File: config.mk
export PLATFORM = sky130hd
export DESIGN_NAME = udp_wrapper
export DESIGN_NICKNAME = d
export VERILOG_FILES = /design/src/logic/udp_pkg.sv /design/src/logic/fifo_short.sv /design/src/logic/fifo36_to_fifo19.sv /design/src/logic/fifo19_to_fifo36.sv /design/src/logic/fifo19_rxrealign.sv /design/src/logic/prot_eng_tx.sv /design/src/logic/udp_wrapper.sv
export SDC_FILE = /design/constraint.sdc
export NUM_CORES = 1
export LEC_CHECK = 0
export BUFFER_PORTS_ARGS = -buffer_cell sky130_fd_sc_hd__buf_2
export CORE_MARGIN = 10
export CORE_UTILIZATION = 38
export CTS_CLUSTER_SIZE = 14
export DETAILED_ROUTE_END_ITERATION = 6
export SKIP_LAST_GASP = 1
export SYNTH_ARGS = -nofsm -noshare
export SYNTH_HDL_FRONTEND = slang
export SYNTH_HIERARCHICAL = 1
export SYNTH_SLANG_ARGS = --single-unit
File: constraint.sdc
create_clock -name clk -period 5 [get_ports clk]
set_input_delay 0.5 -clock clk [delete_from_list [all_inputs] [get_ports clk]]
set_output_delay 0.5 -clock clk [all_outputs]
set_load 0.05 [all_outputs]
File: src/logic/udp_pkg.sv
package udp_pkg;

   ////////////////////
   // Stream words
   ////////////////////

   typedef logic [35:0] word36_t;   // Host side, 32 data + 4 flags.
   typedef logic [18:0] line19_t;   // Line side, 16 data + 3 flags.

   localparam int WORD_DW = 32;
   localparam int LINE_DW = 16;

   // Flag offsets above the data field.
   localparam int SOF_BIT  = 0;
   localparam int EOF_BIT  = 1;
   localparam int HALF_BIT = LINE_DW + 2;   // Only upper byte valid.
   localparam int OCC_LSB  = WORD_DW + 2;   // Two bits, 0 means all four.

   ////////////////////
   // Settings bus
   ////////////////////

   typedef logic [7:0]  set_addr_t;
   typedef logic [31:0] set_data_t;

   localparam int SET_HDR0 = 0;   // Header lines 0 and 1.
   localparam int SET_HDR1 = 1;   // Header lines 2 and 3.
   localparam int SET_CTRL = 2;   // Bit 0 enables the header.

   localparam int HDR_LINES     = 4;
   localparam int TX_FIFO_DEPTH = 16;
   localparam int RX_FIFO_DEPTH = 32;

   typedef enum logic [1:0] {IDLE, HEADER, BODY} tx_state_t;

endpackage

File: src/logic/fifo_short.sv
`timescale 1ns/1ps

module fifo_short #(
   parameter int WIDTH = 19,
   parameter int DEPTH = 16
) (
   input  logic             clk,
   input  logic             arst_n_i,
   input  logic             clear_i,
   input  logic [WIDTH-1:0] data_i,
   input  logic             src_rdy_i,
   output logic             dst_rdy_o,
   output logic [WIDTH-1:0] data_o,
   output logic             src_rdy_o,
   input  logic             dst_rdy_i
);

   logic [WIDTH-1:0]             mem [DEPTH];
   logic [$clog2(DEPTH)-1:0]     wr_ptr;
   logic [$clog2(DEPTH)-1:0]     rd_ptr;
   logic [$clog2(DEPTH+1)-1:0]   count;
   logic                         wr_en;
   logic                         rd_en;

   assign dst_rdy_o = (count != ($clog2(DEPTH+1))'(DEPTH));
   assign src_rdy_o = (count != '0);
   assign wr_en     = src_rdy_i && dst_rdy_o;
   assign rd_en     = src_rdy_o && dst_rdy_i;
   assign data_o    = mem[rd_ptr];   // Head word is already registered.

   always_ff @(posedge clk or negedge arst_n_i) begin
      if (!arst_n_i) begin
         wr_ptr <= '0;
         rd_ptr <= '0;
         count  <= '0;
      end else if (clear_i) begin
         wr_ptr <= '0;
         rd_ptr <= '0;
         count  <= '0;
      end else begin
         if (wr_en) wr_ptr <= wr_ptr + 1'b1;
         if (rd_en) rd_ptr <= rd_ptr + 1'b1;
         if (wr_en && !rd_en)
            count <= count + 1'b1;
         else if (rd_en && !wr_en)
            count <= count - 1'b1;
      end
   end

   always_ff @(posedge clk) begin
      if (wr_en) mem[wr_ptr] <= data_i;
   end

   // Pointer distance tracks the fill level.
   a_ptr_count: assert property (@(posedge clk) disable iff (!arst_n_i)
      (wr_ptr - rd_ptr) == count[$clog2(DEPTH)-1:0]);

   // Head word holds while the reader stalls.
   a_hold_head: assert property (@(posedge clk) disable iff (!arst_n_i)
      src_rdy_o && !dst_rdy_i && !clear_i |=> src_rdy_o && $stable(data_o));

endmodule

File: src/logic/fifo36_to_fifo19.sv
`timescale 1ns/1ps

module fifo36_to_fifo19 (
   input  logic             clk,
   input  logic             arst_n_i,
   input  logic             clear_i,
   input  udp_pkg::word36_t f36_data_i,
   input  logic             f36_src_rdy_i,
   output logic             f36_dst_rdy_o,
   output udp_pkg::line19_t f19_data_o,
   output logic             f19_src_rdy_o,
   input  logic             f19_dst_rdy_i
);

   import udp_pkg::*;

   word36_t    word_q;
   logic       full_q;
   logic       phase_q;    // Low while the upper half is out.
   logic [1:0] occ;
   logic       is_eof;
   logic       short_last;
   logic       last_line;
   logic       take;
   logic       give;

   assign occ        = word_q[OCC_LSB +: 2];
   assign is_eof     = word_q[WORD_DW + EOF_BIT];
   assign short_last = is_eof && (occ == 2'd1 || occ == 2'd2);   // One line only.
   assign last_line  = phase_q || short_last;

   assign f36_dst_rdy_o = !full_q;
   assign f19_src_rdy_o = full_q;
   assign take = f36_src_rdy_i && f36_dst_rdy_o;
   assign give = f19_src_rdy_o && f19_dst_rdy_i;

   always_ff @(posedge clk or negedge arst_n_i) begin
      if (!arst_n_i) begin
         full_q  <= 1'b0;
         phase_q <= 1'b0;
      end else if (clear_i) begin
         full_q  <= 1'b0;
         phase_q <= 1'b0;
      end else if (take) begin
         full_q  <= 1'b1;
         phase_q <= 1'b0;
      end else if (give) begin
         full_q  <= !last_line;
         phase_q <= !last_line;
      end
   end

   always_ff @(posedge clk) begin
      if (take) word_q <= f36_data_i;
   end

   ////////////////////
   // Line select
   ////////////////////

   always_comb begin
      f19_data_o = '0;
      if (!phase_q) begin
         f19_data_o[LINE_DW-1:0]        = word_q[WORD_DW-1:LINE_DW];
         f19_data_o[LINE_DW + SOF_BIT]  = word_q[WORD_DW + SOF_BIT];
         f19_data_o[LINE_DW + EOF_BIT]  = short_last;
         f19_data_o[HALF_BIT]           = is_eof && (occ == 2'd1);
      end else begin
         f19_data_o[LINE_DW-1:0]        = word_q[LINE_DW-1:0];
         f19_data_o[LINE_DW + EOF_BIT]  = is_eof;
         f19_data_o[HALF_BIT]           = is_eof && (occ == 2'd3);
      end
   end

endmodule

File: src/logic/fifo19_to_fifo36.sv
`timescale 1ns/1ps

module fifo19_to_fifo36 (
   input  logic             clk,
   input  logic             arst_n_i,
   input  logic             clear_i,
   input  udp_pkg::line19_t f19_data_i,
   input  logic             f19_src_rdy_i,
   output logic             f19_dst_rdy_o,
   output udp_pkg::word36_t f36_data_o,
   output logic             f36_src_rdy_o,
   input  logic             f36_dst_rdy_i
);

   import udp_pkg::*;

   line19_t hi_q;        // First line of the pair.
   word36_t word_q;
   word36_t word_d;
   logic    have_hi_q;
   logic    valid_q;
   logic    in_eof;
   logic    in_half;
   logic    take;
   logic    give;
   logic    emit;

   assign in_eof  = f19_data_i[LINE_DW + EOF_BIT];
   assign in_half = f19_data_i[HALF_BIT];

   assign f19_dst_rdy_o = !valid_q;
   assign f36_src_rdy_o = valid_q;
   assign f36_data_o    = word_q;
   assign take = f19_src_rdy_i && f19_dst_rdy_o;
   assign give = f36_src_rdy_o && f36_dst_rdy_i;
   assign emit = take && (have_hi_q || in_eof);

   always_comb begin
      word_d = '0;
      if (!have_hi_q) begin
         // Frame ends on an upper half.
         word_d[WORD_DW-1:LINE_DW]   = f19_data_i[LINE_DW-1:0];
         word_d[WORD_DW + SOF_BIT]   = f19_data_i[LINE_DW + SOF_BIT];
         word_d[WORD_DW + EOF_BIT]   = 1'b1;
         word_d[OCC_LSB +: 2]        = in_half ? 2'd1 : 2'd2;
      end else begin
         word_d[WORD_DW-1:LINE_DW]   = hi_q[LINE_DW-1:0];
         word_d[LINE_DW-1:0]         = f19_data_i[LINE_DW-1:0];
         word_d[WORD_DW + SOF_BIT]   = hi_q[LINE_DW + SOF_BIT];
         word_d[WORD_DW + EOF_BIT]   = in_eof;
         word_d[OCC_LSB +: 2]        = (in_eof && in_half) ? 2'd3 : 2'd0;
      end
   end

   always_ff @(posedge clk or negedge arst_n_i) begin
      if (!arst_n_i) begin
         have_hi_q <= 1'b0;
         valid_q   <= 1'b0;
      end else if (clear_i) begin
         have_hi_q <= 1'b0;
         valid_q   <= 1'b0;
      end else begin
         if (give) valid_q <= 1'b0;
         if (emit) valid_q <= 1'b1;
         if (take) have_hi_q <= !emit;
      end
   end

   always_ff @(posedge clk) begin
      if (take && !have_hi_q) hi_q <= f19_data_i;
      if (emit) word_q <= word_d;
   end

   // Frames must start on a word boundary.
   a_sof_aligned: assert property (@(posedge clk) disable iff (!arst_n_i)
      take && have_hi_q |-> !f19_data_i[LINE_DW + SOF_BIT]);

endmodule

File: src/logic/fifo19_rxrealign.sv
`timescale 1ns/1ps

module fifo19_rxrealign (
   input  logic             clk,
   input  logic             arst_n_i,
   input  logic             clear_i,
   input  udp_pkg::line19_t datain,
   input  logic             src_rdy_i,
   output logic             dst_rdy_o,
   output udp_pkg::line19_t dataout,
   output logic             src_rdy_o,
   input  logic             dst_rdy_i
);

   import udp_pkg::*;

   line19_t out_q;
   line19_t next_line;
   logic    out_valid_q;
   logic    pad_sent_q;   // Pad line already out for this frame.
   logic    pad_now;
   logic    load;
   logic    give;

   assign pad_now   = datain[LINE_DW + SOF_BIT] && !pad_sent_q;
   assign load      = src_rdy_i && !out_valid_q;
   assign dst_rdy_o = !out_valid_q && !pad_now;   // Input held behind the pad.
   assign src_rdy_o = out_valid_q;
   assign dataout   = out_q;
   assign give      = src_rdy_o && dst_rdy_i;

   always_comb begin
      next_line = datain;
      next_line[LINE_DW + SOF_BIT] = 1'b0;
      if (pad_now) begin
         next_line = '0;
         next_line[LINE_DW + SOF_BIT] = 1'b1;
      end
   end

   always_ff @(posedge clk or negedge arst_n_i) begin
      if (!arst_n_i) begin
         out_valid_q <= 1'b0;
         pad_sent_q  <= 1'b0;
      end else if (clear_i) begin
         out_valid_q <= 1'b0;
         pad_sent_q  <= 1'b0;
      end else begin
         if (give) out_valid_q <= 1'b0;
         if (load) begin
            out_valid_q <= 1'b1;
            if (pad_now)
               pad_sent_q <= 1'b1;
            else if (datain[LINE_DW + EOF_BIT])
               pad_sent_q <= 1'b0;
         end
      end
   end

   always_ff @(posedge clk) begin
      if (load) out_q <= next_line;
   end

endmodule

File: src/logic/prot_eng_tx.sv
`timescale 1ns/1ps

module prot_eng_tx #(
   parameter int BASE = 0
) (
   input  logic               clk,
   input  logic               arst_n_i,
   input  logic               clear_i,
   input  logic               set_stb_i,
   input  udp_pkg::set_addr_t set_addr_i,
   input  udp_pkg::set_data_t set_data_i,
   input  udp_pkg::line19_t   data_i,
   input  logic               src_rdy_i,
   output logic               dst_rdy_o,
   output udp_pkg::line19_t   data_o,
   output logic               src_rdy_o,
   input  logic               dst_rdy_i
);

   import udp_pkg::*;

   set_data_t                    hdr0_q;
   set_data_t                    hdr1_q;
   logic                         en_q;
   logic [HDR_LINES*LINE_DW-1:0] hdr_all;
   line19_t                      hdr_line;
   line19_t                      body_q;
   line19_t                      body_d;
   logic                         body_valid_q;
   logic                         frame_hdr_q;   // Current frame got a header.
   logic [$clog2(HDR_LINES)-1:0] cnt_q;
   tx_state_t                    state_q;
   logic                         in_sof;
   logic                         take;
   logic                         give;

   ////////////////////
   // Settings
   ////////////////////

   always_ff @(posedge clk or negedge arst_n_i) begin
      if (!arst_n_i) begin
         hdr0_q <= '0;
         hdr1_q <= '0;
         en_q   <= 1'b0;
      end else if (set_stb_i) begin
         if (set_addr_i == set_addr_t'(BASE + SET_HDR0)) hdr0_q <= set_data_i;
         if (set_addr_i == set_addr_t'(BASE + SET_HDR1)) hdr1_q <= set_data_i;
         if (set_addr_i == set_addr_t'(BASE + SET_CTRL)) en_q <= set_data_i[0];
      end
   end

   ////////////////////
   // Framing
   ////////////////////

   assign in_sof    = data_i[LINE_DW + SOF_BIT];
   assign hdr_all   = {hdr0_q, hdr1_q};   // Line 0 in the top half.
   assign dst_rdy_o = (state_q == BODY) && !body_valid_q;
   assign src_rdy_o = (state_q == HEADER) || body_valid_q;
   assign take      = src_rdy_i && dst_rdy_o;
   assign give      = src_rdy_o && dst_rdy_i;

   always_comb begin
      hdr_line = '0;
      hdr_line[LINE_DW-1:0] = hdr_all[(HDR_LINES - 1 - cnt_q) * LINE_DW +: LINE_DW];
      hdr_line[LINE_DW + SOF_BIT] = (cnt_q == '0);
      body_d = data_i;
      if (frame_hdr_q) body_d[LINE_DW + SOF_BIT] = 1'b0;
      data_o = (state_q == HEADER) ? hdr_line : body_q;
   end

   always_ff @(posedge clk or negedge arst_n_i) begin
      if (!arst_n_i) begin
         state_q      <= IDLE;
         cnt_q        <= '0;
         frame_hdr_q  <= 1'b0;
         body_valid_q <= 1'b0;
      end else if (clear_i) begin
         state_q      <= IDLE;
         cnt_q        <= '0;
         frame_hdr_q  <= 1'b0;
         body_valid_q <= 1'b0;
      end else begin
         case (state_q)
            IDLE: begin
               if (src_rdy_i) begin   // Enable sampled here only.
                  frame_hdr_q <= en_q && in_sof;
                  cnt_q       <= '0;
                  state_q     <= (en_q && in_sof) ? HEADER : BODY;
               end
            end
            HEADER: begin
               if (give) begin
                  cnt_q <= cnt_q + 1'b1;
                  if (cnt_q == ($clog2(HDR_LINES))'(HDR_LINES - 1)) state_q <= BODY;
               end
            end
            BODY: begin
               if (give) begin
                  body_valid_q <= 1'b0;
                  if (body_q[LINE_DW + EOF_BIT]) state_q <= IDLE;
               end else if (take) begin
                  body_valid_q <= 1'b1;
               end
            end
            default: state_q <= IDLE;
         endcase
      end
   end

   always_ff @(posedge clk) begin
      if (take) body_q <= body_d;
   end

   // Last body line must leave before returning to idle.
   a_idle_quiet: assert property (@(posedge clk) disable iff (!arst_n_i)
      state_q == IDLE |-> !src_rdy_o);

endmodule

File: src/logic/udp_wrapper.sv
`timescale 1ns/1ps

module udp_wrapper #(
   parameter int BASE = 0
) (
   input  logic               clk,
   input  logic               arst_n_i,
   input  logic               clear_i,
   input  logic               set_stb_i,
   input  udp_pkg::set_addr_t set_addr_i,
   input  udp_pkg::set_data_t set_data_i,
   input  udp_pkg::word36_t   tx_f36_data_i,
   input  logic               tx_f36_src_rdy_i,
   output logic               tx_f36_dst_rdy_o,
   output udp_pkg::line19_t   tx_f19_data_o,
   output logic               tx_f19_src_rdy_o,
   input  logic               tx_f19_dst_rdy_i,
   input  udp_pkg::line19_t   rx_f19_data_i,
   input  logic               rx_f19_src_rdy_i,
   output logic               rx_f19_dst_rdy_o,
   output udp_pkg::word36_t   rx_f36_data_o,
   output logic               rx_f36_src_rdy_o,
   input  logic               rx_f36_dst_rdy_i
);

   import udp_pkg::*;

   line19_t tx_int1_data, tx_int2_data;
   logic    tx_int1_src_rdy, tx_int1_dst_rdy;
   logic    tx_int2_src_rdy, tx_int2_dst_rdy;
   line19_t rx_int1_data, rx_int2_data;
   logic    rx_int1_src_rdy, rx_int1_dst_rdy;
   logic    rx_int2_src_rdy, rx_int2_dst_rdy;

   ////////////////////
   // Transmit chain
   ////////////////////

   fifo36_to_fifo19 tx_conv (
      .clk(clk), .arst_n_i(arst_n_i), .clear_i(clear_i),
      .f36_data_i(tx_f36_data_i), .f36_src_rdy_i(tx_f36_src_rdy_i),
      .f36_dst_rdy_o(tx_f36_dst_rdy_o),
      .f19_data_o(tx_int1_data), .f19_src_rdy_o(tx_int1_src_rdy),
      .f19_dst_rdy_i(tx_int1_dst_rdy));

   fifo_short #(.WIDTH($bits(line19_t)), .DEPTH(TX_FIFO_DEPTH)) tx_fifo (
      .clk(clk), .arst_n_i(arst_n_i), .clear_i(clear_i),
      .data_i(tx_int1_data), .src_rdy_i(tx_int1_src_rdy), .dst_rdy_o(tx_int1_dst_rdy),
      .data_o(tx_int2_data), .src_rdy_o(tx_int2_src_rdy), .dst_rdy_i(tx_int2_dst_rdy));

   prot_eng_tx #(.BASE(BASE)) tx_prot (
      .clk(clk), .arst_n_i(arst_n_i), .clear_i(clear_i),
      .set_stb_i(set_stb_i), .set_addr_i(set_addr_i), .set_data_i(set_data_i),
      .data_i(tx_int2_data), .src_rdy_i(tx_int2_src_rdy), .dst_rdy_o(tx_int2_dst_rdy),
      .data_o(tx_f19_data_o), .src_rdy_o(tx_f19_src_rdy_o), .dst_rdy_i(tx_f19_dst_rdy_i));

   ////////////////////
   // Receive chain
   ////////////////////

   fifo19_rxrealign rx_realign (
      .clk(clk), .arst_n_i(arst_n_i), .clear_i(clear_i),
      .datain(rx_f19_data_i), .src_rdy_i(rx_f19_src_rdy_i), .dst_rdy_o(rx_f19_dst_rdy_o),
      .dataout(rx_int1_data), .src_rdy_o(rx_int1_src_rdy), .dst_rdy_i(rx_int1_dst_rdy));

   fifo_short #(.WIDTH($bits(line19_t)), .DEPTH(RX_FIFO_DEPTH)) rx_fifo (
      .clk(clk), .arst_n_i(arst_n_i), .clear_i(clear_i),
      .data_i(rx_int1_data), .src_rdy_i(rx_int1_src_rdy), .dst_rdy_o(rx_int1_dst_rdy),
      .data_o(rx_int2_data), .src_rdy_o(rx_int2_src_rdy), .dst_rdy_i(rx_int2_dst_rdy));

   fifo19_to_fifo36 rx_conv (
      .clk(clk), .arst_n_i(arst_n_i), .clear_i(clear_i),
      .f19_data_i(rx_int2_data), .f19_src_rdy_i(rx_int2_src_rdy),
      .f19_dst_rdy_o(rx_int2_dst_rdy),
      .f36_data_o(rx_f36_data_o), .f36_src_rdy_o(rx_f36_src_rdy_o),
      .f36_dst_rdy_i(rx_f36_dst_rdy_i));

endmodule

Yosys cells after proc, flatten, opt, wreduce, memory -nomap -nowiden
Memory sizes are Yosys's and may differ from the RTL's.
Index checks and enable logic that the tools add are counted.
{"block": "totals", "n_memories": 2, "wordCells": 185, "reg_bits": 233, "mem_bits_rw": 912, "input_bits": 103, "output_inout_bits": 59}
{"block": "op_classes", "shifts": 1, "muxes": 62, "n_reduce_logical": 68, "n_addsub": 10, "n_eq_ne": 15}
{"name": "rx_fifo.mem", "words": 32, "word_bits": 19, "read_ports": 1, "rd_ports_with_merged_regs": 0, "wr": 1, "line_no": "fifo_short.sv:18", "source": "logic [WIDTH-1:0] mem [DEPTH];"}
{"name": "tx_fifo.mem", "words": 16, "word_bits": 19, "read_ports": 1, "rd_ports_with_merged_regs": 0, "wr": 1, "line_no": "fifo_short.sv:18"}
{"operator": "64-bit by 33-bit indexed part select with 16-bit output", "n": 1}
{"operator": "5-bit two-way mux", "n": 7}
{"operator": "1-bit two-way mux", "n": 29}
{"operator": "2-bit two-way mux", "n": 13}
{"operator": "3-bit nonzero test", "n": 8}
{"operator": "1-bit logical AND", "n": 22}
{"operator": "20-bit two-way mux", "n": 1}
{"operator": "19-bit two-way mux", "n": 1}
{"operator": "6-bit two-way mux", "n": 3}
{"operator": "17-bit two-way mux", "n": 1}
{"operator": "16-bit two-way mux", "n": 1}
{"operator": "4-bit two-way mux", "n": 4}
{"operator": "2-bit nonzero test", "n": 8}
{"operator": "5-bit by 1-bit adder with 5-bit output (second input constant)", "n": 3}
{"operator": "1-bit zero test", "n": 13}
{"operator": "3-bit by 2-bit inequality test with 1-bit output (second input constant)", "n": 4}
{"operator": "2-bit AND reduction", "n": 6}
{"operator": "4-bit by 1-bit adder with 4-bit output (second input constant)", "n": 2}
{"operator": "2-bit == test (second input constant)", "n": 4}
{"operator": "8-bit by 1-bit == test with 1-bit output (second input constant)", "n": 1}
{"operator": "8-bit by 2-bit == test with 1-bit output (second input constant)", "n": 1}
{"operator": "8-bit zero test", "n": 1}
{"operator": "6-bit by 1-bit adder with 6-bit output (second input constant)", "n": 1}
{"operator": "6-bit inequality test (second input constant)", "n": 1}
{"operator": "15 further kinds", "n": 20}

Logic depth before layout (Yosys ltp)
Gate-level depths: netlist of the first run.
{"block": "logic_depth", "word_depth": 8, "mapped_depth": 11, "mapped_depth_nobuf": 10}

Modules after synthesis
The synthesis of the first run kept the hierarchy.
{"module": "fifo_short (rx_fifo)", "cells_each": 1248, "n_inst": 1, "area_per_inst_um2": 24484.7, "seq_area_each_um2": 18657.9}
{"module": "fifo_short (tx_fifo)", "cells_each": 536, "n_inst": 1, "area_per_inst_um2": 12395.6, "seq_area_each_um2": 9454.1}
{"module": "prot_eng_tx", "cells_each": 247, "n_inst": 1, "area_per_inst_um2": 4310.4, "seq_area_each_um2": 2347.3}
{"module": "fifo19_to_fifo36", "cells_each": 107, "n_inst": 1, "area_per_inst_um2": 2049.5, "seq_area_each_um2": 1641.6}
{"module": "fifo36_to_fifo19", "cells_each": 72, "n_inst": 1, "area_per_inst_um2": 1503.9, "seq_area_each_um2": 1131.1}
{"module": "fifo19_rxrealign", "cells_each": 50, "n_inst": 1, "area_per_inst_um2": 815.8, "seq_area_each_um2": 620.6}

Worst setup path before layout of the first run
No wires, ideal clock.
{"block": "synth_timing", "path_type": "reg-to-reg", "startpoint": "register tx_fifo.count[4]", "endpoint": "register tx_prot.body_q[0], enable pin", "t_arrival_ns": 2.811, "path_slack_ns": 1.742, "period_less_slack_ns": 3.258, "path_stages_with_launch": 5, "required_ns": 4.553, "setup_time_ns": 0.447, "path_buffers": 1, "cell_sequence": "dfrtp_1 > clkbuf_1 > inv_1 > nand2_1 > nor4bb_1"}
{"block": "synth_between", "elab_chain_cells": 2}
{"item": "from (decl)", "line_no": "fifo_short.sv:21", "source": "logic [$clog2(DEPTH+1)-1:0] count;"}
{"item": "from (signal assigned)", "line_no": "fifo_short.sv:44", "source": "count <= count + 1'b1;"}
{"item": "from (signal assigned)", "line_no": "fifo_short.sv:46", "source": "count <= count - 1'b1;"}
{"item": "5-bit nonzero test", "line_no": "fifo_short.sv:26", "source": "assign src_rdy_o = (count != '0);"}
{"item": "net tx_int2_src_rdy", "line_no": "udp_wrapper.sv:30", "source": "logic tx_int2_src_rdy, tx_int2_dst_rdy;"}
{"item": "1-bit logical AND", "line_no": "prot_eng_tx.sv:61", "source": "assign take = src_rdy_i && dst_rdy_o;"}
{"item": "net tx_prot.take", "line_no": "prot_eng_tx.sv:34", "source": "logic take;"}
{"item": "to (signal assigned)", "line_no": "prot_eng_tx.sv:113", "source": "if (take) body_q <= body_d;"}
{"item": "to (decl)", "line_no": "prot_eng_tx.sv:27", "source": "line19_t body_q;"}
The timed path passes the listed nets, and every way through them passes these cells.
A chain may end at the register's enable or synchronous reset.

Final worst setup path of the first run
{"block": "layout_timing", "startpoint": "register tx_prot.cnt_q[0]", "endpoint": "output port tx_f19_data_o[8]"}
{"block": "layout_between", "elab_chain_cells": 3}
{"item": "from (decl)", "line_no": "prot_eng_tx.sv:31", "source": "logic [$clog2(HDR_LINES)-1:0] cnt_q;"}
{"item": "from (signal assigned)", "line_no": "prot_eng_tx.sv:95", "source": "cnt_q <= cnt_q + 1'b1;"}
{"item": "2-bit by 2-bit subtractor with 3-bit output", "line_no": "prot_eng_tx.sv:66", "source": "hdr_line[LINE_DW-1:0] = hdr_all[(HDR_LINES - 1 - cnt_q) * LINE_DW +: LINE_DW];"}
{"item": "64-bit by 33-bit indexed part select with 16-bit output", "line_no": "prot_eng_tx.sv:66"}
{"item": "19-bit two-way mux", "line_no": "prot_eng_tx.sv:70", "source": "data_o = (state_q == HEADER) ? hdr_line : body_q;"}
{"item": "to (decl)", "line_no": "udp_wrapper.sv:15", "source": "output udp_pkg::line19_t tx_f19_data_o,"}
No other way between the ends.

==> impl_metrics.env, run 1 <==
export IMPL_postCtsHoldBufs=32
export IMPL_drt_met1_wl_mm=42.42
export IMPL_end_kind="output pin"
export IMPL_antenna_found_initial=3
export IMPL_setup_violations_final=0
export IMPL_num_vias=21970
export IMPL_postCtsSetupBuffers=0
export IMPL_hp_class="input port to flop"
export IMPL_dpl_cell_area_sq_um=48450
export IMPL_cts_max_level=3
export IMPL_clockBufferDepth=3
export IMPL_via_per_inst=5.222
export IMPL_async_reset_ff_share_pct=9.258
export IMPL_drt_iter0_markers=1921
export IMPL_multiInputGateArea_sq_um=11120
export IMPL_hold_ws_ns=0.01961
export IMPL_clkTransAtPathRegs_ns=0.06
export IMPL_cts_resized=0
export IMPL_met3_length_mm=4.144
export IMPL_rows=126
export IMPL_io_buffers=161
export IMPL_finalSetupTns_ns=0
export IMPL_ff2ff_path_depth=9
export IMPL_dr_pass1_iters=5
export IMPL_regArea_sq_um=33870
export IMPL_io_pins=162
export IMPL_instances_no_fill=4208
export IMPL_wl_per_cell_um=24.89
export IMPL_syn_area_sq_um=45560
export IMPL_grt_max_degree=85
export IMPL_rsz0062_at_grt="no"
export IMPL_min_path_cells=1
export IMPL_synth_seq_cells=1145
export IMPL_drive_above_1_share_pct=28.49
export IMPL_clock_latency_ns=0.69
export IMPL_fp_dieW_um=366.3
export IMPL_path_class="flop to output pin"
export IMPL_synth_fp_nets=2387
export IMPL_n_fill_cell=10180
export IMPL_skew_ns=0.02645
export IMPL_yosysTopAreaCell="edfxtp_1"
export IMPL_period_share_pct=72.57
export IMPL_yosysSeqAreaShare_pct=74.30
export IMPL_ir_drop_mv=0.3578
export IMPL_synth_cells=2260
export IMPL_synth_edf_count=1039
export IMPL_first_global_vias=23540
export IMPL_numCtsBuffers=112
export IMPL_syn_avg_cell_area_sq_um=20.16
export IMPL_yosys_warnings=6
export IMPL_worst_pin_slew_ns=1.308
export IMPL_arrival_ns=3.13
export IMPL_grt_first_pass_wirelength_mm=156.2
export IMPL_synth_area_leaders="edfxtp_1 (68%), mux4_2 (9.2%), dfrtp_1 (5.8%)"
export IMPL_grt_overflow_total=0
export IMPL_dp_cells=3973
export IMPL_hpwl_mm=65.42
export IMPL_cts_tree="done"
export IMPL_total_leakage_power_nw=17.49
export IMPL_cp_required_ns=4.50
export IMPL_crit_fanout=14
export IMPL_ant_nets=0
export IMPL_die_area_sq_um=134100
export IMPL_period_needed_ns=3.628
export IMPL_die_h_um=366.3
export IMPL_finish_utilization_pct=44.16
export IMPL_synth_cell_types=76
export IMPL_max_freq_mhz=275.6
export IMPL_synth_top_area_share_pct=68.48
export IMPL_slew_violations=0
export IMPL_grt_use_total_pct=15.34
export IMPL_final_hold_violation_count=0
export IMPL_synthTopCellsByCount="edfxtp_1 (1039), mux2i_1 (196), mux4_2 (187)"
export IMPL_pwr_density_cell_nw_per_um2=476.0
export IMPL_max_cap_viol_count=0
export IMPL_stdcell_area_sq_um=52350
export IMPL_cp_start_kind="flop"
export IMPL_wl_mm=104.7
export IMPL_synth_main_ff_cell="edfxtp_1"
export IMPL_n_antenna_cell=0
export IMPL_highest_layer="met4"
export IMPL_place_congestion=0.7708
export IMPL_status="complete, no violations"
export IMPL_met2WireLength_mm=54.89
export IMPL_remaining_drc_errors=0
export IMPL_start_util_pct=38.43
export IMPL_relSlewSlack_pct=12.79
export IMPL_area_growth_synth_to_final_pct=14.90
export IMPL_clock_root_buffer="clkbuf_16"
export IMPL_fin_nets=2646
export IMPL_cts_sinks=1145
export IMPL_core_area_sq_um=118600
export IMPL_yosysMostFrequentCell="edfxtp_1"
-- sequential cells by signal, summed over array words and instances, names as in the netlist, 2 cells and up --
register,flops
rx_conv/f36_data_o,36
rx_conv/hi_q,17
tx_prot/body_q,19
tx_fifo/mem,304
tx_prot/state_q,2
tx_fifo/rd_ptr,4
tx_prot/cnt_q,2
rx_realign/dataout,19
tx_fifo/count,5
tx_prot/hdr0_q,32
rx_fifo/count,6
tx_conv/word_q,36
tx_fifo/wr_ptr,4
rx_fifo/mem,608
tx_prot/hdr1_q,32
rx_fifo/rd_ptr,5
rx_fifo/wr_ptr,5
-- final timing paths --
| path | startpoint | end | slack [ns] |
|---|---|---|---|
| max | tx_prot/cnt_q[0] | tx_f19_data_o[8] | 1.37 |
| min | tx_f36_data_i[35] | tx_conv/word_q[35] | 0.02 |
| max reg2reg | rx_fifo/count[0] | rx_fifo/count[5] | 1.63 |
| min reg2reg | tx_prot/hdr1_q[0] | tx_prot/hdr1_q[0] | 0.51 |
| max in group asynchronous | arst_n_i | tx_fifo/rd_ptr[0] | 3.15 |
| min in group asynchronous | arst_n_i | tx_prot/hdr0_q[6] | 0.45 |
-- layout make-up --
cell class | instances | area share, %
multi-input combinational | 976 | 21.25
timing repair buffer | 263 | 3.231
clock buffer | 148 | 5.868
tap | 1600 | 3.824
inverter | 21 | 0.1601
clock inverter | 55 | 0.9799
sequential | 1145 | 64.69
-- worst max-delay path, cell delays in order (launching register included) --
cell	delay [ns]
dfrtp_1	0.96
buf_4	0.38
mux4_2	0.59
mux2_2	0.29
buf_2	0.21
-- stage by stage --
stage	worst slack (ns)	total power, W
finish	1.372	0.02492
global route	1.227	0.02592
CTS	1.290	0.02523
detailed placement	1.670	0.01699
global placement	1.760	0.01687
floorplan	1.742	0.01546
-- per-layer routing --
metal / global-route usage (%) / up-vias
met5: 0 / -
met4: 4.857 / 0
met3: 2.112 / 181
met2: 27.23 / 561
met1: 19.29 / 11570
li1: - / 9663
-- kinds of logic (layout without fill, tap and decap cells) --
logic type      count (synthesis)  after routing  share of synthesized area [%]
xor+xnor                       15             15                         0.2883
fa+ha+maj                      24             24                         0.6921
mux                           507            507                          17.22
buf+inv                       139            487                          1.653
flops                        1145           1145                          74.30
simple gates                  260            260                          2.999
compound gates                170            170                          2.840
-- power breakdown --
part	total (W)	switching, W	internal, W
registers	0.0117	0.000491	0.0112
logic	0.00502	0.00303	0.00199
clock network	0.00820	0.00348	0.00472
-- cells in the final DEF, fill, tap and decap left out, types with 6 or more instances in the layout --
cell type	instances
clkbuf_16	115
clkinv_1	24
clkinv_2	11
dlygate4sd3_1	32
edfxtp_1	1039
mux2_1	6
nand3_1	9
a22oi_1	6
xor2_1	10
inv_6	7
nand2b_1	7
mux2_4	74
nand2_1	48
clkbuf_1	26
mux2_2	44
inv_1	19
nor3_1	24
a21oi_1	33
o21ai_0	6
and2_1	37
mux4_2	187
nor2_4	14
nor2b_1	10
clkbuf_8	7
ha_1	22
dfrtp_1	101
mux2i_1	196
o221ai_1	20
nor2_1	65
a31oi_1	21
buf_2	160
buf_4	68
bufinv_16	8
a22o_1	52
Note: power is estimated with default switching activity, not from simulation.
==> run 2: changes to the inputs <==
Clock period 5 ns to 3.3 ns, I/O delays scaled along.
==> run 2 against run 1 <==
Net effect: utilization up 0.92 points; critical path depth unchanged; clock-buffer cell count unchanged; highest routed layer is now met5; clock power up 52%; register-to-register slack worse by 1.5 ns; worst hold slack better by 0.037 ns; power up 53%; clock skew down 0.0031 ns.
==> impl_metrics.env, run 2 (synthesis results as in run 1) <==
export IMPL_status="complete, no violations"
export IMPL_die_h_um=366.3
export IMPL_hp_class="input port to flop"
export IMPL_period_needed_ns=3.165
export IMPL_drive_above_1_share_pct=29.26
export IMPL_remaining_drc_errors=0
export IMPL_grt_max_degree=64
export IMPL_drt_iter0_markers=1644
export IMPL_crit_fanout=7
export IMPL_total_leakage_power_nw=18.02
export IMPL_antenna_found_initial=2
export IMPL_top_register="rx_fifo/mem"
export IMPL_cts_sinks=1145
export IMPL_multiInputGateArea_sq_um=11070
export IMPL_worst_pin_slew_ns=1.232
export IMPL_io_buffers=161
export IMPL_relSlewSlack_pct=17.86
export IMPL_hpwl_mm=63.90
export IMPL_n_fill_cell=10060
export IMPL_layout_commonest_cell="edfxtp_1"
export IMPL_max_freq_mhz=316.0
export IMPL_die_area_sq_um=134100
export IMPL_cts_tree="done"
export IMPL_wl_mm=104.1
export IMPL_clock_latency_ns=0.69
export IMPL_skew_ns=0.02332
export IMPL_ant_nets=0
export IMPL_path_class="flop to output pin"
export IMPL_num_vias=22340
export IMPL_end_kind="output pin"
export IMPL_cts_max_level=3
export IMPL_n_antenna_cell=0
export IMPL_fin_nets=2739
export IMPL_grt_use_total_pct=15.30
export IMPL_grt_overflow_total=0
export IMPL_start_util_pct=38.43
export IMPL_ir_drop_mv=0.5501
export IMPL_place_congestion=0.7501
export IMPL_postCtsHoldBufs=85
export IMPL_core_area_sq_um=118600
export IMPL_via_per_inst=5.186
export IMPL_hold_ws_ns=0.05673
export IMPL_area_growth_synth_to_final_pct=17.31
export IMPL_cp_start_kind="flop"
export IMPL_clockBufferDepth=3
export IMPL_regArea_sq_um=33870
export IMPL_io_pins=162
export IMPL_grt_first_pass_wirelength_mm=156.3
export IMPL_cts_resized=0
export IMPL_cp_required_ns=2.97
export IMPL_clock_root_buffer="clkbuf_16"
export IMPL_wl_per_cell_um=24.16
export IMPL_first_global_vias=23890
export IMPL_period_share_pct=95.90
export IMPL_clkTransAtPathRegs_ns=0.06
export IMPL_fp_dieW_um=366.3
export IMPL_dr_pass1_iters=5
export IMPL_numCtsBuffers=111
export IMPL_arrival_ns=2.83
export IMPL_pwr_density_cell_nw_per_um2=713.0
export IMPL_slew_violations=0
export IMPL_largest_register_ffs=608
export IMPL_biggestRegsByFlops="rx_fifo/mem x608, tx_fifo/mem x304"
export IMPL_postCtsSetupBuffers=0
export IMPL_final_hold_violation_count=0
export IMPL_finalSetupTns_ns=0
export IMPL_setup_violations_final=0
export IMPL_rsz0062_at_grt="no"
export IMPL_layout_common_cells="edfxtp_1 (1039), mux2i_1 (196), mux4_2 (187)"
export IMPL_rows=126
export IMPL_max_cap_viol_count=0
## run 2: cell count changes in the layout (fill, tap and decap cells not counted), sizes merged
| cell | change |
|---|---|
| clkinvlp | +1 |
| dlygate4sd3 | +54 |
| clkinv | +7 |
| inv | -3 |
| buf | +40 |
## run 2: stage by stage
step / cells / total power [W] / instance area (sq um) / worst slack [ns] / util (%)
floorplan: 2260 / 0.02342 / 45560 / 0.04207 / -
global placement: 4013 / 0.02571 / 48930 / 0.1942 / 41.27
detailed placement: 4013 / 0.02591 / 48930 / 0.1878 / 41.27
CTS: 4306 / 0.03855 / 53440 / 0.09093 / 45.07
global route: 4307 / 0.03968 / 53450 / 0.03058 / 45.08
finish: 4307 / 0.03811 / 53450 / 0.1353 / 45.08
## run 2: final cells by class
type                       instances  share of cell area [%]
multi-input combinational        976                   20.71
clock inverter                    60                   1.049
sequential                      1145                   63.36
inverter                          21                  0.1568
tap                             1600                   3.746
timing repair buffer             357                   5.183
clock buffer                     148                   5.794
## run 2: worst paths after layout
kind                               startpoint                 end  slack (ns)  cells past startpoint
min in group asynchronous            arst_n_i  tx_prot/hdr1_q[27]        0.28                      2
setup reg to reg             rx_fifo/count[1]    rx_fifo/count[5]        0.14                      9
hold reg to reg            tx_prot/hdr0_q[24]  tx_prot/hdr0_q[24]        0.51                      1
max in group asynchronous            arst_n_i  tx_prot/hdr1_q[15]        2.18                      3
hold / removal               tx_f19_dst_rdy_i  tx_prot/state_q[1]        0.06                      4
setup / recovery             tx_prot/cnt_q[0]    tx_f19_data_o[8]        0.14                      4
## run 2: report_power, final
| group | switching, W | internal (W) | total (W) |
|---|---|---|---|
| clock | 0.00532 | 0.00723 | 0.0125 |
| combinational | 0.00465 | 0.00334 | 0.00799 |
| sequential | 0.000604 | 0.0170 | 0.0176 |
## run 2: worst max-delay path, stage by stage (launching register included)
cell	delay (ns)
dfrtp_1	0.78
buf_4	0.29
mux4_2	0.56
mux2_2	0.30
buf_2	0.22
## run 2: routing by layer
layer	vias to the layer above	GRT usage (%)	routed length, um
met3	166	2.308	4674
met4	2	4.314	2697
met2	551	26.84	53940
met1	11760	19.59	42760
li1	9857	-	-
met5	-	0	10
==> run 3: changes to the inputs <==
Settings changed: BUFFER_PORTS_ARGS -buffer_cell sky130_fd_sc_hd__buf_2 to -buffer_cell sky130_fd_sc_hd__buf_4, SLEW_MARGIN set to 20.
==> run 3 against run 2 <==
Net effect: global-route usage increased by 0.21 points; maximum frequency is 1.9% higher; highest routed layer is now met4; non-clock buffer count grew 8; via count is 1.2% higher.
==> impl_metrics.env, run 3 (synthesis results as in run 1) <==
export IMPL_status="complete, no violations"
export IMPL_period_needed_ns=3.104
export IMPL_hpwl_mm=64.14
export IMPL_grt_first_pass_wirelength_mm=158.1
export IMPL_finalSetupTns_ns=0
export IMPL_cp_slowest_stage_delay_ns=0.58
export IMPL_cp_num_buf_inv=0
export IMPL_antenna_found_initial=1
export IMPL_biggestRegsByFlops="rx_fifo/mem x608, tx_fifo/mem x304"
export IMPL_drt_iter0_markers=1742
export IMPL_io_pins=162
export IMPL_cts_sinks=1145
export IMPL_power_frac_seq_pct=45.7
export IMPL_die_area_sq_um=134100
export IMPL_setup_violations_final=0
export IMPL_ff2ff_path_depth=9
export IMPL_hold_ws_ns=0.07899
export IMPL_wl_mm=106.3
export IMPL_multiInputGateArea_sq_um=11070
export IMPL_grt_overflow_total=0
export IMPL_power_total_w=0.03828
export IMPL_hp_class="input port to flop"
export IMPL_p_int_w=0.02764
export IMPL_cts_max_level=3
export IMPL_via_per_inst=5.242
export IMPL_pwr_density_cell_nw_per_um2=711.2
export IMPL_fin_nets=2749
export IMPL_area_growth_synth_to_final_pct=18.12
export IMPL_largest_register_ffs=608
export IMPL_max_cap_viol_count=0
export IMPL_power_switching_share_pct=27.78
export IMPL_die_h_um=366.3
export IMPL_clock_power_share_pct=32.6
export IMPL_r2r_slack_ns=0.20
export IMPL_cts_tree="done"
export IMPL_core_area_sq_um=118600
export IMPL_n_antenna_cell=0
export IMPL_rsz0062_at_grt="no"
export IMPL_grt_use_total_pct=15.51
export IMPL_clkTransAtPathRegs_ns=0.06
export IMPL_wl_per_cell_um=24.63
export IMPL_max_freq_mhz=322.1
export IMPL_worstSetupPathDepth=9
export IMPL_ant_nets=0
export IMPL_stdcell_area_sq_um=53820
export IMPL_start_util_pct=38.43
export IMPL_path_class="flop to flop"
export IMPL_io_buffers=161
export IMPL_num_vias=22620
export IMPL_cp_required_ns=3.85
export IMPL_grt_max_degree=79
export IMPL_worst_pin_slew_ns=1.063
export IMPL_clock_root_buffer="clkbuf_16"
export IMPL_dpl_cell_area_sq_um=49190
export IMPL_layout_common_cells="edfxtp_1 (1039), buf_4 (255), mux2i_1 (196)"
export IMPL_worstPathCellList="or4_4 -> o31ai_2 -> nand2_1 -> ha_1 -> a211oi_1 -> o21bai_1 -> a21oi_1 -> mux2i_1 -> mux2_1"
export IMPL_rows=126
export IMPL_clock_latency_ns=0.68
export IMPL_drive_above_1_share_pct=29.44
export IMPL_first_global_vias=24130
export IMPL_arrival_ns=3.66
export IMPL_relSlewSlack_pct=29.10
export IMPL_dp_cells=4009
export IMPL_layout_commonest_cell="edfxtp_1"
export IMPL_remaining_drc_errors=0
export IMPL_cp_top_family="compound AO/OA/AOI/OAI gates"
export IMPL_fp_dieW_um=366.3
export IMPL_switchingPower_w=0.01063
export IMPL_regArea_sq_um=33860
export IMPL_period_share_pct=94.07
export IMPL_instances_no_fill=4314
export IMPL_cp_slowest_cell="or4_4"
export IMPL_total_leakage_power_nw=18.16
export IMPL_n_fill_cell=10040
export IMPL_cp_start_kind="flop"
export IMPL_endpoint="rx_fifo/count[5]"
export IMPL_top_register="rx_fifo/mem"
export IMPL_end_kind="flop"
export IMPL_final_hold_violation_count=0
export IMPL_crit_fanout=5
export IMPL_dr_pass1_iters=5
export IMPL_ir_drop_mv=0.6513
export IMPL_power_frac_comb_pct=21.8
export IMPL_place_congestion=0.7654
export IMPL_numCtsBuffers=113
export IMPL_clockBufferDepth=3
export IMPL_cp_startpoint="rx_fifo/count[1]"
export IMPL_slew_violations=0
export IMPL_skew_ns=0.02149
export IMPL_r2r_start="rx_fifo/count[1]"
export IMPL_r2r_end="rx_fifo/count[5]"
-- run 3: worst min path at each step --
stage                                 from                    end  slack, ns  cells after the start
after global routing      rx_f19_data_i[0]  rx_realign/dataout[0]       0.07                      2
after floorplan                   arst_n_i  rx_conv/f36_src_rdy_o       0.03                      0
after CTS                 rx_f19_data_i[1]  rx_realign/dataout[1]       0.04                      2
after detailed placement          arst_n_i     tx_prot/hdr0_q[22]       0.34                      1
final                     rx_f19_data_i[4]  rx_realign/dataout[4]       0.08                      2
after global placement            arst_n_i     tx_prot/hdr0_q[22]       0.33                      1
-- run 3: worst register-to-register path, delay by kind of cell (launching register included) --
kind                     cells  cell delay, ns
AO/OA/AOI/OAI                4            0.93
AND/OR/NAND/NOR              2            0.77
multiplexers                 2            0.56
flip-flops                   1            0.39
adder cells (fa/ha/maj)      1            0.35
-- run 3: area by class of cell --
| cell class | instances | share of cell area (%) |
|---|---|---|
| multi-input cells | 976 | 20.56 |
| inverters | 21 | 0.1558 |
| well taps | 1600 | 3.720 |
| flip-flops and latches | 1145 | 62.93 |
| clock inverters | 56 | 0.9928 |
| clock buffers | 151 | 5.652 |
| repair buffers | 365 | 5.989 |
-- run 3: power groups by stage --
stage | clock network, W | logic, W | registers (W)
after detailed placement | 0 | 0.00823 | 0.0179
final | 0.0125 | 0.00833 | 0.0175
after global routing | 0.0134 | 0.00886 | 0.0176
after floorplan | 0 | 0.00502 | 0.0184
after global placement | 0 | 0.00809 | 0.0178
after CTS | 0.0128 | 0.00835 | 0.0176
-- run 3: repair_timing --
action,CTS,global route
setup endpoints to repair,0,1
resized for setup,0,1
buffers inserted,0,2
hold endpoints to repair,150,0
hold buffers,85,0
-- run 3: layer usage --
metal / GRT usage [%] / routed length (um) / vias to the layer above
met5: 0 / 0 / -
met4: 4.105 / 2507 / 0
met3: 2.622 / 5298 / 158
met2: 27.30 / 55310 / 624
met1: 19.69 / 43150 / 11970
li1: - / - / 9867
-- run 3: through the flow --
| stage | setup slack [ns] | utilization, % |
|---|---|---|
| finish | 0.1958 | 45.39 |
| global route | 0.06547 | 45.39 |
| CTS | 0.1099 | 45.22 |
| detailed placement | 0.1367 | 41.49 |
| global placement | 0.1747 | 41.49 |
| floorplan | 0.04207 | - |
